--- src/decode_ctrl_pkg.sv ---
`default_nettype none

package decode_ctrl_pkg;

   typedef logic [3:0] alu_op_t;
   typedef logic [2:0] mdu_op_t;
   typedef logic [3:0] exc_cause_t;
   typedef logic [1:0] unit_sel_t;
   typedef logic [1:0] csr_op_t;
   typedef logic [1:0] wb_sel_t;
   typedef logic [1:0] mem_data_sel_t;

   // ALU codes 2 and 11 are not decoded
   localparam alu_op_t ALU_ADD    = 4'd0;
   localparam alu_op_t ALU_SUB    = 4'd1;
   localparam alu_op_t ALU_SLL    = 4'd3;
   localparam alu_op_t ALU_SLT    = 4'd4;
   localparam alu_op_t ALU_SLTU   = 4'd5;
   localparam alu_op_t ALU_XOR    = 4'd6;
   localparam alu_op_t ALU_SRL    = 4'd7;
   localparam alu_op_t ALU_SRA    = 4'd8;
   localparam alu_op_t ALU_OR     = 4'd9;
   localparam alu_op_t ALU_AND    = 4'd10;
   localparam alu_op_t ALU_PASS_B = 4'd12;

   localparam exc_cause_t EXC_INSTR_MISALIGN = 4'd0;
   localparam exc_cause_t EXC_ILLEGAL        = 4'd2;
   localparam exc_cause_t EXC_BREAKPOINT     = 4'd3;
   localparam exc_cause_t EXC_LOAD_FAULT     = 4'd4;
   localparam exc_cause_t EXC_STORE_FAULT    = 4'd6;
   localparam exc_cause_t EXC_ECALL_M        = 4'd11;

   localparam unit_sel_t UNIT_ALU = 2'd0;
   localparam unit_sel_t UNIT_MDU = 2'd1;
   // Kept reserved for a bit-manipulation unit
   localparam unit_sel_t UNIT_BMU = 2'd2;
   localparam unit_sel_t UNIT_CSR = 2'd3;

   localparam csr_op_t CSR_NONE  = 2'd0;
   localparam csr_op_t CSR_WRITE = 2'd1;
   localparam csr_op_t CSR_SET   = 2'd2;
   localparam csr_op_t CSR_CLEAR = 2'd3;

   localparam wb_sel_t WB_EXEC    = 2'd0;
   localparam wb_sel_t WB_MEM     = 2'd1;
   localparam wb_sel_t WB_PC_LINK = 2'd3;

   localparam mem_data_sel_t MEMD_KEEP = 2'd0;
   localparam mem_data_sel_t MEMD_LOAD = 2'd1;

   // Cause is also the fault that a later stage may raise
   typedef struct packed {
      logic       exception_detected;
      exc_cause_t cause;
      logic       is_mret;
   } exc_ctrl_t;

   typedef struct packed {
      unit_sel_t unit;
      alu_op_t   alu_op;
      logic      mdu_en;
      mdu_op_t   mdu_op;
      logic      rs2_negate;
      logic      csr_en;
      csr_op_t   csr_op;
      logic      csr_imm;
   } exec_ctrl_t;

   typedef struct packed {
      logic    reg_wr_en;
      wb_sel_t wb_sel;
   } wb_ctrl_t;

   typedef struct packed {
      logic          op1_pc;
      logic          op2_imm;
      logic          is_load;
      logic          is_store;
      mem_data_sel_t data_sel;
   } mem_ctrl_t;

   typedef struct packed {
      exc_ctrl_t  exc;
      exec_ctrl_t exec;
      wb_ctrl_t   wb;
      mem_ctrl_t  mem;
   } decode_ctrl_t;

   localparam decode_ctrl_t CTRL_ILLEGAL = '{
      exc: '{exception_detected: 1'b1, cause: EXC_ILLEGAL, is_mret: 1'b0},
      exec: '0,
      wb: '0,
      mem: '0
   };

endpackage

`default_nettype wire

--- src/rv_isa_pkg.sv ---
`default_nettype none

package rv_isa_pkg;

   // Decode input carries instruction bits [31:2]
   typedef logic [31:2] instr_t;
   typedef logic [4:0]  opcode_t;
   typedef logic [2:0]  funct3_t;
   typedef logic [6:0]  funct7_t;
   typedef logic [11:0] funct12_t;
   typedef logic [4:0]  reg_idx_t;

   // Major opcodes, instruction bits [6:2]
   localparam opcode_t OPC_LOAD   = 5'b00000;
   localparam opcode_t OPC_OP_IMM = 5'b00100;
   localparam opcode_t OPC_AUIPC  = 5'b00101;
   localparam opcode_t OPC_STORE  = 5'b01000;
   localparam opcode_t OPC_OP     = 5'b01100;
   localparam opcode_t OPC_LUI    = 5'b01101;
   localparam opcode_t OPC_BRANCH = 5'b11000;
   localparam opcode_t OPC_JALR   = 5'b11001;
   localparam opcode_t OPC_JAL    = 5'b11011;
   localparam opcode_t OPC_SYSTEM = 5'b11100;

   localparam funct7_t F7_BASE   = 7'b0000000;
   localparam funct7_t F7_ALT    = 7'b0100000;
   localparam funct7_t F7_MULDIV = 7'b0000001;

   localparam funct3_t F3_LB  = 3'b000;
   localparam funct3_t F3_LH  = 3'b001;
   localparam funct3_t F3_LW  = 3'b010;
   localparam funct3_t F3_LBU = 3'b100;
   localparam funct3_t F3_LHU = 3'b101;

   localparam funct3_t F3_SB = 3'b000;
   localparam funct3_t F3_SH = 3'b001;
   localparam funct3_t F3_SW = 3'b010;

   localparam funct3_t F3_BEQ  = 3'b000;
   localparam funct3_t F3_BNE  = 3'b001;
   localparam funct3_t F3_BLT  = 3'b100;
   localparam funct3_t F3_BGE  = 3'b101;
   localparam funct3_t F3_BLTU = 3'b110;
   localparam funct3_t F3_BGEU = 3'b111;

   localparam funct3_t F3_JALR = 3'b000;

   // Shared by OP-IMM and OP where funct7 picks the shift and add variants
   localparam funct3_t F3_ADD  = 3'b000;
   localparam funct3_t F3_SLL  = 3'b001;
   localparam funct3_t F3_SLT  = 3'b010;
   localparam funct3_t F3_SLTU = 3'b011;
   localparam funct3_t F3_XOR  = 3'b100;
   localparam funct3_t F3_SR   = 3'b101;
   localparam funct3_t F3_OR   = 3'b110;
   localparam funct3_t F3_AND  = 3'b111;

   localparam funct3_t F3_MUL    = 3'b000;
   localparam funct3_t F3_MULH   = 3'b001;
   localparam funct3_t F3_MULHSU = 3'b010;
   localparam funct3_t F3_MULHU  = 3'b011;
   localparam funct3_t F3_DIV    = 3'b100;
   localparam funct3_t F3_DIVU   = 3'b101;
   localparam funct3_t F3_REM    = 3'b110;
   localparam funct3_t F3_REMU   = 3'b111;

   localparam funct3_t F3_PRIV   = 3'b000;
   localparam funct3_t F3_CSRRW  = 3'b001;
   localparam funct3_t F3_CSRRS  = 3'b010;
   localparam funct3_t F3_CSRRC  = 3'b011;
   localparam funct3_t F3_CSRRWI = 3'b101;
   localparam funct3_t F3_CSRRSI = 3'b110;
   localparam funct3_t F3_CSRRCI = 3'b111;

   localparam funct12_t F12_ECALL  = 12'b0000000_00000;
   localparam funct12_t F12_EBREAK = 12'b0000000_00001;
   localparam funct12_t F12_MRET   = 12'b0011000_00010;
   localparam funct12_t F12_WFI    = 12'b0001000_00101;

endpackage

`default_nettype wire

--- src/full_decoder.sv ---
`timescale 1ns/1ps
`default_nettype none

module full_decoder (
   input  rv_isa_pkg::instr_t          instr_i,
   input  logic                        is_m_supported_i,
   output decode_ctrl_pkg::exc_ctrl_t  exc_o,
   output decode_ctrl_pkg::exec_ctrl_t exec_o,
   output decode_ctrl_pkg::wb_ctrl_t   wb_o,
   output decode_ctrl_pkg::mem_ctrl_t  mem_o
);
   import decode_ctrl_pkg::*;

   logic         mem_match;
   logic         int_match;
   logic         sys_match;
   decode_ctrl_t mem_ctrl;
   decode_ctrl_t int_ctrl;
   decode_ctrl_t sys_ctrl;
   decode_ctrl_t sel_ctrl;

   mem_flow_decoder u_mem_flow_decoder (
      .instr_i (instr_i),
      .match_o (mem_match),
      .ctrl_o  (mem_ctrl)
   );

   int_op_decoder u_int_op_decoder (
      .instr_i          (instr_i),
      .is_m_supported_i (is_m_supported_i),
      .match_o          (int_match),
      .ctrl_o           (int_ctrl)
   );

   system_decoder u_system_decoder (
      .instr_i (instr_i),
      .match_o (sys_match),
      .ctrl_o  (sys_ctrl)
   );

   // Opcode sets are disjoint so at most one match is high
   always_comb begin
      if (mem_match) begin
         sel_ctrl = mem_ctrl;
      end else if (int_match) begin
         sel_ctrl = int_ctrl;
      end else if (sys_match) begin
         sel_ctrl = sys_ctrl;
      end else begin
         sel_ctrl = CTRL_ILLEGAL;
      end
   end

   assign exc_o  = sel_ctrl.exc;
   assign exec_o = sel_ctrl.exec;
   assign wb_o   = sel_ctrl.wb;
   assign mem_o  = sel_ctrl.mem;

endmodule

`default_nettype wire

--- src/int_op_decoder.sv ---
`timescale 1ns/1ps
`default_nettype none

module int_op_decoder (
   input  rv_isa_pkg::instr_t           instr_i,
   input  logic                         is_m_supported_i,
   output logic                         match_o,
   output decode_ctrl_pkg::decode_ctrl_t ctrl_o
);
   import rv_isa_pkg::*;
   import decode_ctrl_pkg::*;

   opcode_t      opcode;
   funct3_t      funct3;
   funct7_t      funct7;
   logic         hit;
   decode_ctrl_t ctrl;

   assign opcode = instr_i[6:2];
   assign funct3 = instr_i[14:12];
   assign funct7 = instr_i[31:25];

   // Base ALU code per funct3 before the alternate forms are applied
   function automatic alu_op_t base_alu_op(input funct3_t f3);
      alu_op_t op;
      case (f3)
         F3_ADD:  op = ALU_ADD;
         F3_SLL:  op = ALU_SLL;
         F3_SLT:  op = ALU_SLT;
         F3_SLTU: op = ALU_SLTU;
         F3_XOR:  op = ALU_XOR;
         F3_SR:   op = ALU_SRL;
         F3_OR:   op = ALU_OR;
         default: op = ALU_AND;
      endcase
      return op;
   endfunction

   always_comb begin
      hit  = 1'b0;
      ctrl = '0;
      ctrl.wb.reg_wr_en = 1'b1;
      ctrl.wb.wb_sel    = WB_EXEC;
      case (opcode)
         OPC_OP_IMM: begin
            ctrl.exec.alu_op = base_alu_op(funct3);
            ctrl.mem.op2_imm = 1'b1;
            case (funct3)
               F3_SLL: hit = (funct7 == F7_BASE);
               F3_SR: begin
                  hit = (funct7 == F7_BASE) || (funct7 == F7_ALT);
                  if (funct7 == F7_ALT) begin
                     ctrl.exec.alu_op = ALU_SRA;
                  end
               end
               default: hit = 1'b1;
            endcase
         end
         OPC_OP: begin
            case (funct7)
               F7_BASE: begin
                  hit              = 1'b1;
                  ctrl.exec.alu_op = base_alu_op(funct3);
               end
               F7_ALT: begin
                  // Only SUB and SRA have an alternate form
                  if (funct3 == F3_ADD) begin
                     hit                  = 1'b1;
                     ctrl.exec.alu_op     = ALU_SUB;
                     ctrl.exec.rs2_negate = 1'b1;
                  end else if (funct3 == F3_SR) begin
                     hit              = 1'b1;
                     ctrl.exec.alu_op = ALU_SRA;
                  end
               end
               F7_MULDIV: begin
                  hit              = is_m_supported_i;
                  ctrl.exec.unit   = UNIT_MDU;
                  ctrl.exec.mdu_en = 1'b1;
                  ctrl.exec.mdu_op = funct3;
               end
               default: hit = 1'b0;
            endcase
         end
         default: hit = 1'b0;
      endcase
   end

   // Bundle stays zero unless the encoding is recognized
   assign match_o = hit;
   assign ctrl_o  = hit ? ctrl : '0;

endmodule

`default_nettype wire

--- src/mem_flow_decoder.sv ---
`timescale 1ns/1ps
`default_nettype none

module mem_flow_decoder (
   input  rv_isa_pkg::instr_t           instr_i,
   output logic                         match_o,
   output decode_ctrl_pkg::decode_ctrl_t ctrl_o
);
   import rv_isa_pkg::*;
   import decode_ctrl_pkg::*;

   opcode_t opcode;
   funct3_t funct3;

   assign opcode = instr_i[6:2];
   assign funct3 = instr_i[14:12];

   always_comb begin
      match_o = 1'b0;
      ctrl_o  = '0;
      case (opcode)
         OPC_LOAD: begin
            if (funct3 inside {F3_LB, F3_LH, F3_LW, F3_LBU, F3_LHU}) begin
               match_o                = 1'b1;
               ctrl_o.exc.cause       = EXC_LOAD_FAULT;
               ctrl_o.wb.reg_wr_en    = 1'b1;
               ctrl_o.wb.wb_sel       = WB_MEM;
               ctrl_o.mem.op2_imm     = 1'b1;
               ctrl_o.mem.is_load     = 1'b1;
               ctrl_o.mem.data_sel    = MEMD_LOAD;
            end
         end
         OPC_STORE: begin
            if (funct3 inside {F3_SB, F3_SH, F3_SW}) begin
               match_o                = 1'b1;
               ctrl_o.exc.cause       = EXC_STORE_FAULT;
               ctrl_o.mem.op2_imm     = 1'b1;
               ctrl_o.mem.is_store    = 1'b1;
               ctrl_o.mem.data_sel    = MEMD_KEEP;
            end
         end
         OPC_BRANCH: begin
            if (funct3 inside {F3_BEQ, F3_BNE, F3_BLT, F3_BGE, F3_BLTU, F3_BGEU}) begin
               match_o                = 1'b1;
               ctrl_o.exc.cause       = EXC_INSTR_MISALIGN;
               ctrl_o.mem.op1_pc      = 1'b1;
               ctrl_o.mem.op2_imm     = 1'b1;
            end
         end
         OPC_JAL, OPC_JALR: begin
            // JALR adds to rs1, JAL to the PC
            if (opcode == OPC_JAL || funct3 == F3_JALR) begin
               match_o                = 1'b1;
               ctrl_o.exc.cause       = EXC_INSTR_MISALIGN;
               ctrl_o.wb.reg_wr_en    = 1'b1;
               ctrl_o.wb.wb_sel       = WB_PC_LINK;
               ctrl_o.mem.op1_pc      = (opcode == OPC_JAL);
               ctrl_o.mem.op2_imm     = 1'b1;
            end
         end
         OPC_LUI, OPC_AUIPC: begin
            match_o                   = 1'b1;
            ctrl_o.exec.alu_op        = (opcode == OPC_LUI) ? ALU_PASS_B : ALU_ADD;
            ctrl_o.wb.reg_wr_en       = 1'b1;
            ctrl_o.wb.wb_sel          = WB_EXEC;
            ctrl_o.mem.op1_pc         = (opcode == OPC_AUIPC);
            ctrl_o.mem.op2_imm        = 1'b1;
         end
         default: begin
            match_o = 1'b0;
         end
      endcase
   end

endmodule

`default_nettype wire

--- src/system_decoder.sv ---
`timescale 1ns/1ps
`default_nettype none

module system_decoder (
   input  rv_isa_pkg::instr_t           instr_i,
   output logic                         match_o,
   output decode_ctrl_pkg::decode_ctrl_t ctrl_o
);
   import rv_isa_pkg::*;
   import decode_ctrl_pkg::*;

   opcode_t  opcode;
   funct3_t  funct3;
   funct12_t funct12;
   reg_idx_t rd;
   reg_idx_t rs1;

   assign opcode  = instr_i[6:2];
   assign funct3  = instr_i[14:12];
   assign funct12 = instr_i[31:20];
   assign rd      = instr_i[11:7];
   assign rs1     = instr_i[19:15];

   always_comb begin
      match_o = 1'b0;
      ctrl_o  = '0;
      if (opcode == OPC_SYSTEM) begin
         case (funct3)
            F3_CSRRW, F3_CSRRS, F3_CSRRC, F3_CSRRWI, F3_CSRRSI, F3_CSRRCI: begin
               match_o             = 1'b1;
               ctrl_o.exec.unit    = UNIT_CSR;
               ctrl_o.exec.csr_en  = 1'b1;
               // funct3 low bits already follow the write/set/clear order
               ctrl_o.exec.csr_op  = funct3[1:0];
               ctrl_o.exec.csr_imm = funct3[2];
               ctrl_o.wb.reg_wr_en = 1'b1;
               ctrl_o.wb.wb_sel    = WB_EXEC;
            end
            F3_PRIV: begin
               if (rd == '0 && rs1 == '0) begin
                  case (funct12)
                     F12_ECALL: begin
                        match_o                       = 1'b1;
                        ctrl_o.exc.exception_detected = 1'b1;
                        ctrl_o.exc.cause              = EXC_ECALL_M;
                     end
                     F12_EBREAK: begin
                        match_o                       = 1'b1;
                        ctrl_o.exc.exception_detected = 1'b1;
                        ctrl_o.exc.cause              = EXC_BREAKPOINT;
                     end
                     F12_MRET: begin
                        match_o            = 1'b1;
                        ctrl_o.exc.is_mret = 1'b1;
                     end
                     // WFI runs as a NOP
                     F12_WFI: match_o = 1'b1;
                     default: match_o = 1'b0;
                  endcase
               end
            end
            default: match_o = 1'b0;
         endcase
      end
   end

endmodule

`default_nettype wire

--- config.mk ---
export PLATFORM = sky130hd
export DESIGN_NAME = full_decoder
export DESIGN_NICKNAME = d
export VERILOG_FILES = /design/src/decode_ctrl_pkg.sv /design/src/rv_isa_pkg.sv /design/src/full_decoder.sv /design/src/int_op_decoder.sv /design/src/mem_flow_decoder.sv /design/src/system_decoder.sv
export SDC_FILE = /design/constraint.sdc
export NUM_CORES = 1
export LEC_CHECK = 0
export BUFFER_PORTS_ARGS = -buffer_cell sky130_fd_sc_hd__buf_2
export CORE_MARGIN = 3
export CORE_UTILIZATION = 45
export DETAILED_ROUTE_END_ITERATION = 8
export PLACE_DENSITY = 0.91
export SYNTH_ARGS = -nofsm -noshare
export SYNTH_HDL_FRONTEND = slang
export SYNTH_SLANG_ARGS = --single-unit
--- constraint.sdc ---
create_clock -name vclk -period 3.55
set_clock_uncertainty 0.1 [all_clocks]
set_input_delay 0.1775 -clock vclk [all_inputs]
set_output_delay 0.1775 -clock vclk [all_outputs]
set_load 0.005 [all_outputs]
==> results of run 1 <==
-- area by class of cell --
type | count | share of cell area, %
inverter | 7 | 2.583
multi-input combinational | 99 | 65.93
tap | 16 | 1.968
timing repair buffer | 60 | 29.52
-- power by group --
part	internal (mW)	switching [mW]	total, mW
combinational	0.0333	0.0401	0.0734
clock	0	0	0
sequential	0	0	0
total	0.0333	0.0401	0.0734
-- synthesized netlist by cell type, drive strengths merged (2+ instances only) --
cell    count
nor4b       2
nand4b      2
nor2       11
nand3       3
nor4        6
clkbuf      6
buf         4
nand2b      4
or4b        2
and2        5
nand4       3
nor2b       2
ha          4
a211oi      2
nor3        8
or3         5
a21oi       6
nand3b      2
nand2       8
or3b        2
o21ai       4
inv         7
nor4bb      2
or2         3
o31ai       2
-- through the flow --
stage               cell area [µm²]  setup slack [ns]
finish                         1017             1.333
global route                   1017             1.219
CTS                            1017             1.345
detailed placement             1017             1.352
global placement               1017             1.397
floorplan                     747.0             1.688
-- cells by family (layout without fill, tap and decap cells) --
logic type / Yosys count / count (layout) / share of synthesized area, %
simple gates: 72 / 72 / 60.97
compound gates: 20 / 20 / 19.26
buf+inv: 17 / 67 / 10.22
fa+ha+maj: 4 / 4 / 6.700
xor+xnor: 2 / 2 / 2.345
other cells: 1 / 1 / 0.5020
-- worst max-delay path by stage --
| stage | endpoint | slack (ns) | startpoint |
|---|---|---|---|
| after detailed placement | exec_o[11] | 1.35 | instr_i[24] |
| after global placement | exec_o[11] | 1.40 | instr_i[24] |
| after global routing | exec_o[11] | 1.22 | instr_i[24] |
| after floorplan | exec_o[5] | 1.69 | instr_i[24] |
| final | exec_o[12] | 1.33 | instr_i[24] |
| after CTS | exec_o[11] | 1.34 | instr_i[24] |
-- worst min-delay path, stage by stage --
cell and delay (ns):
buf_2 0.10, nor4_1 0.05, buf_2 0.12
-- layout by cell type (no fill, tap or decap), drive strengths merged, types with 2 or more instances in the layout --
| master | n |
|---|---|
| or3b | 2 |
| nand4 | 3 |
| nand3 | 3 |
| a21oi | 6 |
| nand2 | 8 |
| nor4 | 6 |
| nand3b | 2 |
| nand4b | 2 |
| nor3 | 8 |
| or4b | 2 |
| a211oi | 2 |
| nor2b | 2 |
| and2 | 5 |
| nor4bb | 2 |
| nor4b | 2 |
| o31ai | 2 |
| or2 | 3 |
| or3 | 5 |
| ha | 4 |
| buf | 60 |
| o21ai | 4 |
| nand2b | 4 |
| inv | 7 |
| nor2 | 11 |
-- metal layers --
layer | share of wire [%] | routed length (µm) | track usage (%) | vias to the layer above
li1 | - | - | - | 527
met1 | 39 | 995 | 29.55 | 485
met2 | 55 | 1389 | 37.09 | 32
met3 | 4.7 | 120 | 0.3831 | 4
met4 | 1.1 | 27 | 6.077 | 0
met5 | 0 | 0 | 0 | -
==> qor.csv, run 1 <==
metric,value,unit
status,"finished, final reports clean",
rows,14,
hold_class,primary input to primary output,
vias_per_cell,5.758,
p_leak,0.5397,nW
wirelength,2532,µm
syn_to_final_growth,36.18,%
die_y,46.74,µm
grt_pass1_vias,882,
nClkBuffers,0,
fin_nets,203,
crit_buf_inv,2,
min_from,instr_i[18],
seqCellArea,0,µm²
nFillCells,142,
crit_arrival,1.94,ns
power_density,72.16,mW/mm²
gr-total-overflow,0,
cp.required,3.27,ns
drv_cap,0,
num_vias,1048,
seq_cells,0,
tightestPinTransition,0.5738,ns
cp.depth,7,
critical_path_class,primary input to primary output,
dp_hpwl,2167,µm
grt_max_degree,14,
dieArea,0.002185,mm²
maxSlewViolCount,0,
diodes,0,
avgSynthCellArea,6.439,µm²
synth_nets,151,
whs_path_depth,3,
slowest_stage,or4b_4,
die_w,46.74,µm
wl_per_cell,13.91,µm
antenna_found_initial,0,
initial_utilization,48.46,%
synth_area,747.0,µm²
grt_util_all_layers,21.54,%
worstPathMaxFanout,4,
synth_seq_area_share,0,%
ioPinCount,61,
startpoint_type,primary input,
crit_family,simple AND/OR/NAND/NOR gates,
slowest_delay,0.54,ns
finalPower,0.07340,mW
synth_area_leaders,"ha_1, nor2_1, and2_1, nor4_1, or3_1",
layout_min_cycle_time,2.217,ns
instances_no_fill,182,
whs,0.5241,ns
drive_gt1_share,42.17,%
syn_inst,116,
postLayoutCoreUtil,65.99,%
gp_congestion,0.8806,
hold_violations,0,
tns,0,ns
multi_input_area,670.6,µm²
path_cells,buf_2 -> or4b_4 -> o32a_4 -> nor3_2 -> nor2_1 -> o21ai_1 -> buf_2,
grt_pass1_wl,3657,µm
crit_path_frequent_cell,buf_2,
cts.repair.resized,0,
yosys.area.top_type,ha_1,
critPathCaptureType,primary output,
yosysTopAreaCellShare,6.700,%
drc,0,
rsz0062_at_grt,no,
cts_setup_buffers,0,
min_period_over_period,62.45,%
dp_cells,182,
numPortBuffers,60,
ys_types,42,
hold_end,exc_o[4],
slew_headroom,61.39,%
core-area,0.001541,mm²
vdd_drop_max,0.04350,mV
firstDrtPassIters,4,
drt_iter0_drc,37,
setup_viol,0,
cts_hold_buf,0,
yosysWarningCount,0,
max_freq,0.4510,GHz
antenna_left,0,
Power figures use the tool's default switching activity.
==> run 2, diff against run 1 <==
--- a/config.mk
+++ b/config.mk
@@ -7,9 +7,9 @@
 export LEC_CHECK = 0
 export BUFFER_PORTS_ARGS = -buffer_cell sky130_fd_sc_hd__buf_2
 export CORE_MARGIN = 3
-export CORE_UTILIZATION = 45
+export CORE_UTILIZATION = 37
 export DETAILED_ROUTE_END_ITERATION = 8
-export PLACE_DENSITY = 0.91
+export PLACE_DENSITY = 0.8
 export SYNTH_ARGS = -nofsm -noshare
 export SYNTH_HDL_FRONTEND = slang
 export SYNTH_SLANG_ARGS = --single-unit
==> constraint.sdc (replaced) <==
create_clock -name vclk -period 2
set_clock_uncertainty 0.1 [all_clocks]
set_input_delay 0.1 -clock vclk [all_inputs]
set_output_delay 0.1 -clock vclk [all_outputs]
set_load 0.005 [all_outputs]
==> run 2 against run 1 <==
Effect of this change: cell count is 9.9% higher; first-iteration DRC count shrank 54%; design area up 12%; count of clock-buffer cells in the layout unchanged; hold slack lost 0.16 ns; total power rose by 97%; core utilization is 3.5 points lower; routed wire length increased by 2.0%; die area is 19% higher; critical path depth decreased by 1; combinational power up 96%; sequential share of layout area stayed put; largest power group unchanged.
==> qor.csv, run 2 (same netlist as run 1, synthesis figures left out) <==
metric,value,unit,change
slowest_stage,or4b_4,,
vias_per_cell,5.285,,-8.2%
core-area,0.001821,mm²,+18%
drc,0,,unchanged
startpoint_type,primary input,,
drv_cap,0,,unchanged
hold_violations,0,,unchanged
cts_hold_buf,0,,unchanged
finalPower,0.1443,mW,+97%
clockPowerShare,0,%,unchanged
die_y,50.93,µm,+9.0%
numPortBuffers,60,,unchanged
crit_arrival,1.75,ns,-0.19 ns
setup_ws,0.04704,ns,-1.286 ns
antenna_left,0,,unchanged
slew_headroom,65.42,%,+4.0 points
layout_min_cycle_time,1.953,ns,
worstPathMaxFanout,5,,+1
seq_cells,0,,unchanged
final_common_cell,buf_2,,
critical_path_class,primary input to primary output,,
instances_no_fill,200,,+9.9%
grt_pass1_vias,970,,+10%
diodes,0,,unchanged
nFillCells,189,,+33%
hold_class,primary input to primary output,,
min_from,instr_i[18],,
seqCellArea,0,µm²,unchanged
nClkBuffers,0,,unchanged
path_cells,buf_6 -> or4b_4 -> o32a_4 -> nor4_4 -> and2_1 -> buf_2,,
dp_hpwl,2182,µm,+0.69%
antenna_found_initial,0,,unchanged
preCtsSetupSlack,0.009312,ns,-1.343 ns
layout_common_cells,"buf_2, nor2_1, buf_4",,
status,"finished, final reports clean",,
whs,0.3627,ns,-0.1613 ns
crit_buf_inv,2,,unchanged
wirelength,2583,µm,+2.0%
grt_max_degree,14,,unchanged
p_seq_share,0,%,unchanged
die_w,50.93,µm,+9.0%
tns,0,ns,unchanged
rows,15,,+1
rsz0062_at_grt,yes,,
vdd_drop_max,0.07209,mV,+66%
grt_util_all_layers,19.58,%,-2.0 points
min_period_over_period,97.65,%,
wl_per_cell,12.92,µm,-7.2%
dieArea,0.002594,mm²,+19%
p_leak,0.5914,nW,+9.6%
gp_congestion,0.8738,,-0.77%
switching_share,52.44,%,-2.1 points
grt_pass1_wl,4257,µm,+16%
setup_viol,0,,unchanged
power.switching,0.07566,mW,+89%
drive_gt1_share,48.00,%,+5.8 points
crit_start,instr_i[23],,
final_area,0.001137,mm²,+12%
num_vias,1057,,+0.86%
gr-total-overflow,0,,unchanged
post_dp_cell_area,0.001081,mm²,+6.3%
power_density,126.9,mW/mm²,+76%
critPathCaptureType,primary output,,
slowest_delay,0.55,ns,about the same
max_freq,0.5120,GHz,
syn_to_final_growth,52.26,%,
firstDrtPassIters,4,,unchanged
internal_power,0.06862,mW,+110%
cp.required,1.80,ns,-1.47 ns
postLayoutCoreUtil,62.47,%,-3.5 points
ioPinCount,61,,unchanged
initial_utilization,41.03,%,-7.4 points
maxSlewViolCount,0,,unchanged
tightestPinTransition,0.5114,ns,-0.06238 ns
crit_family,simple AND/OR/NAND/NOR gates,,
drt_iter0_drc,17,,-54%
dp_cells,198,,+8.8%
fin_nets,212,,+4.4%
p_comb_share,100.0,%,about the same
==> run 2: power groups by stage <==
stage / combinational, mW / sequential (mW) / clock, mW
floorplan: 0.0730 / 0 / 0
global placement: 0.133 / 0 / 0
detailed placement: 0.137 / 0 / 0
CTS: 0.138 / 0 / 0
global route: 0.160 / 0 / 0
finish: 0.144 / 0 / 0
==> run 2: repair_timing <==
action / in CTS / in global routing
setup buffers: 0 / 2
resized for setup: 0 / 8
endpoints found under the setup margin: 0 / 11
==> run 2: worst paths after layout <==
path | to | slack, ns | cells past startpoint
max | exec_o[6] | 0.05 | 6
min | exc_o[4] | 0.36 | 3
==> run 2: layout make-up <==
class                           instances  area [µm²]  share of cell area (%)
Multi-Input combinational cell         99       699.4                   61.50
Tap cell                               25       31.28                   2.750
Timing Repair Buffer                   69       380.4                   33.44
Inverter                                7       26.28                   2.310
==> run 2: metal layers <==
layer / up-vias / GRT usage, % / share of wire, %
met5: - / 0 / 0
met2: 27 / 37.12 / 55
li1: 542 / - / -
met4: 0 / 0 / 0
met1: 488 / 25.87 / 40
met3: 0 / 0.2915 / 4.4
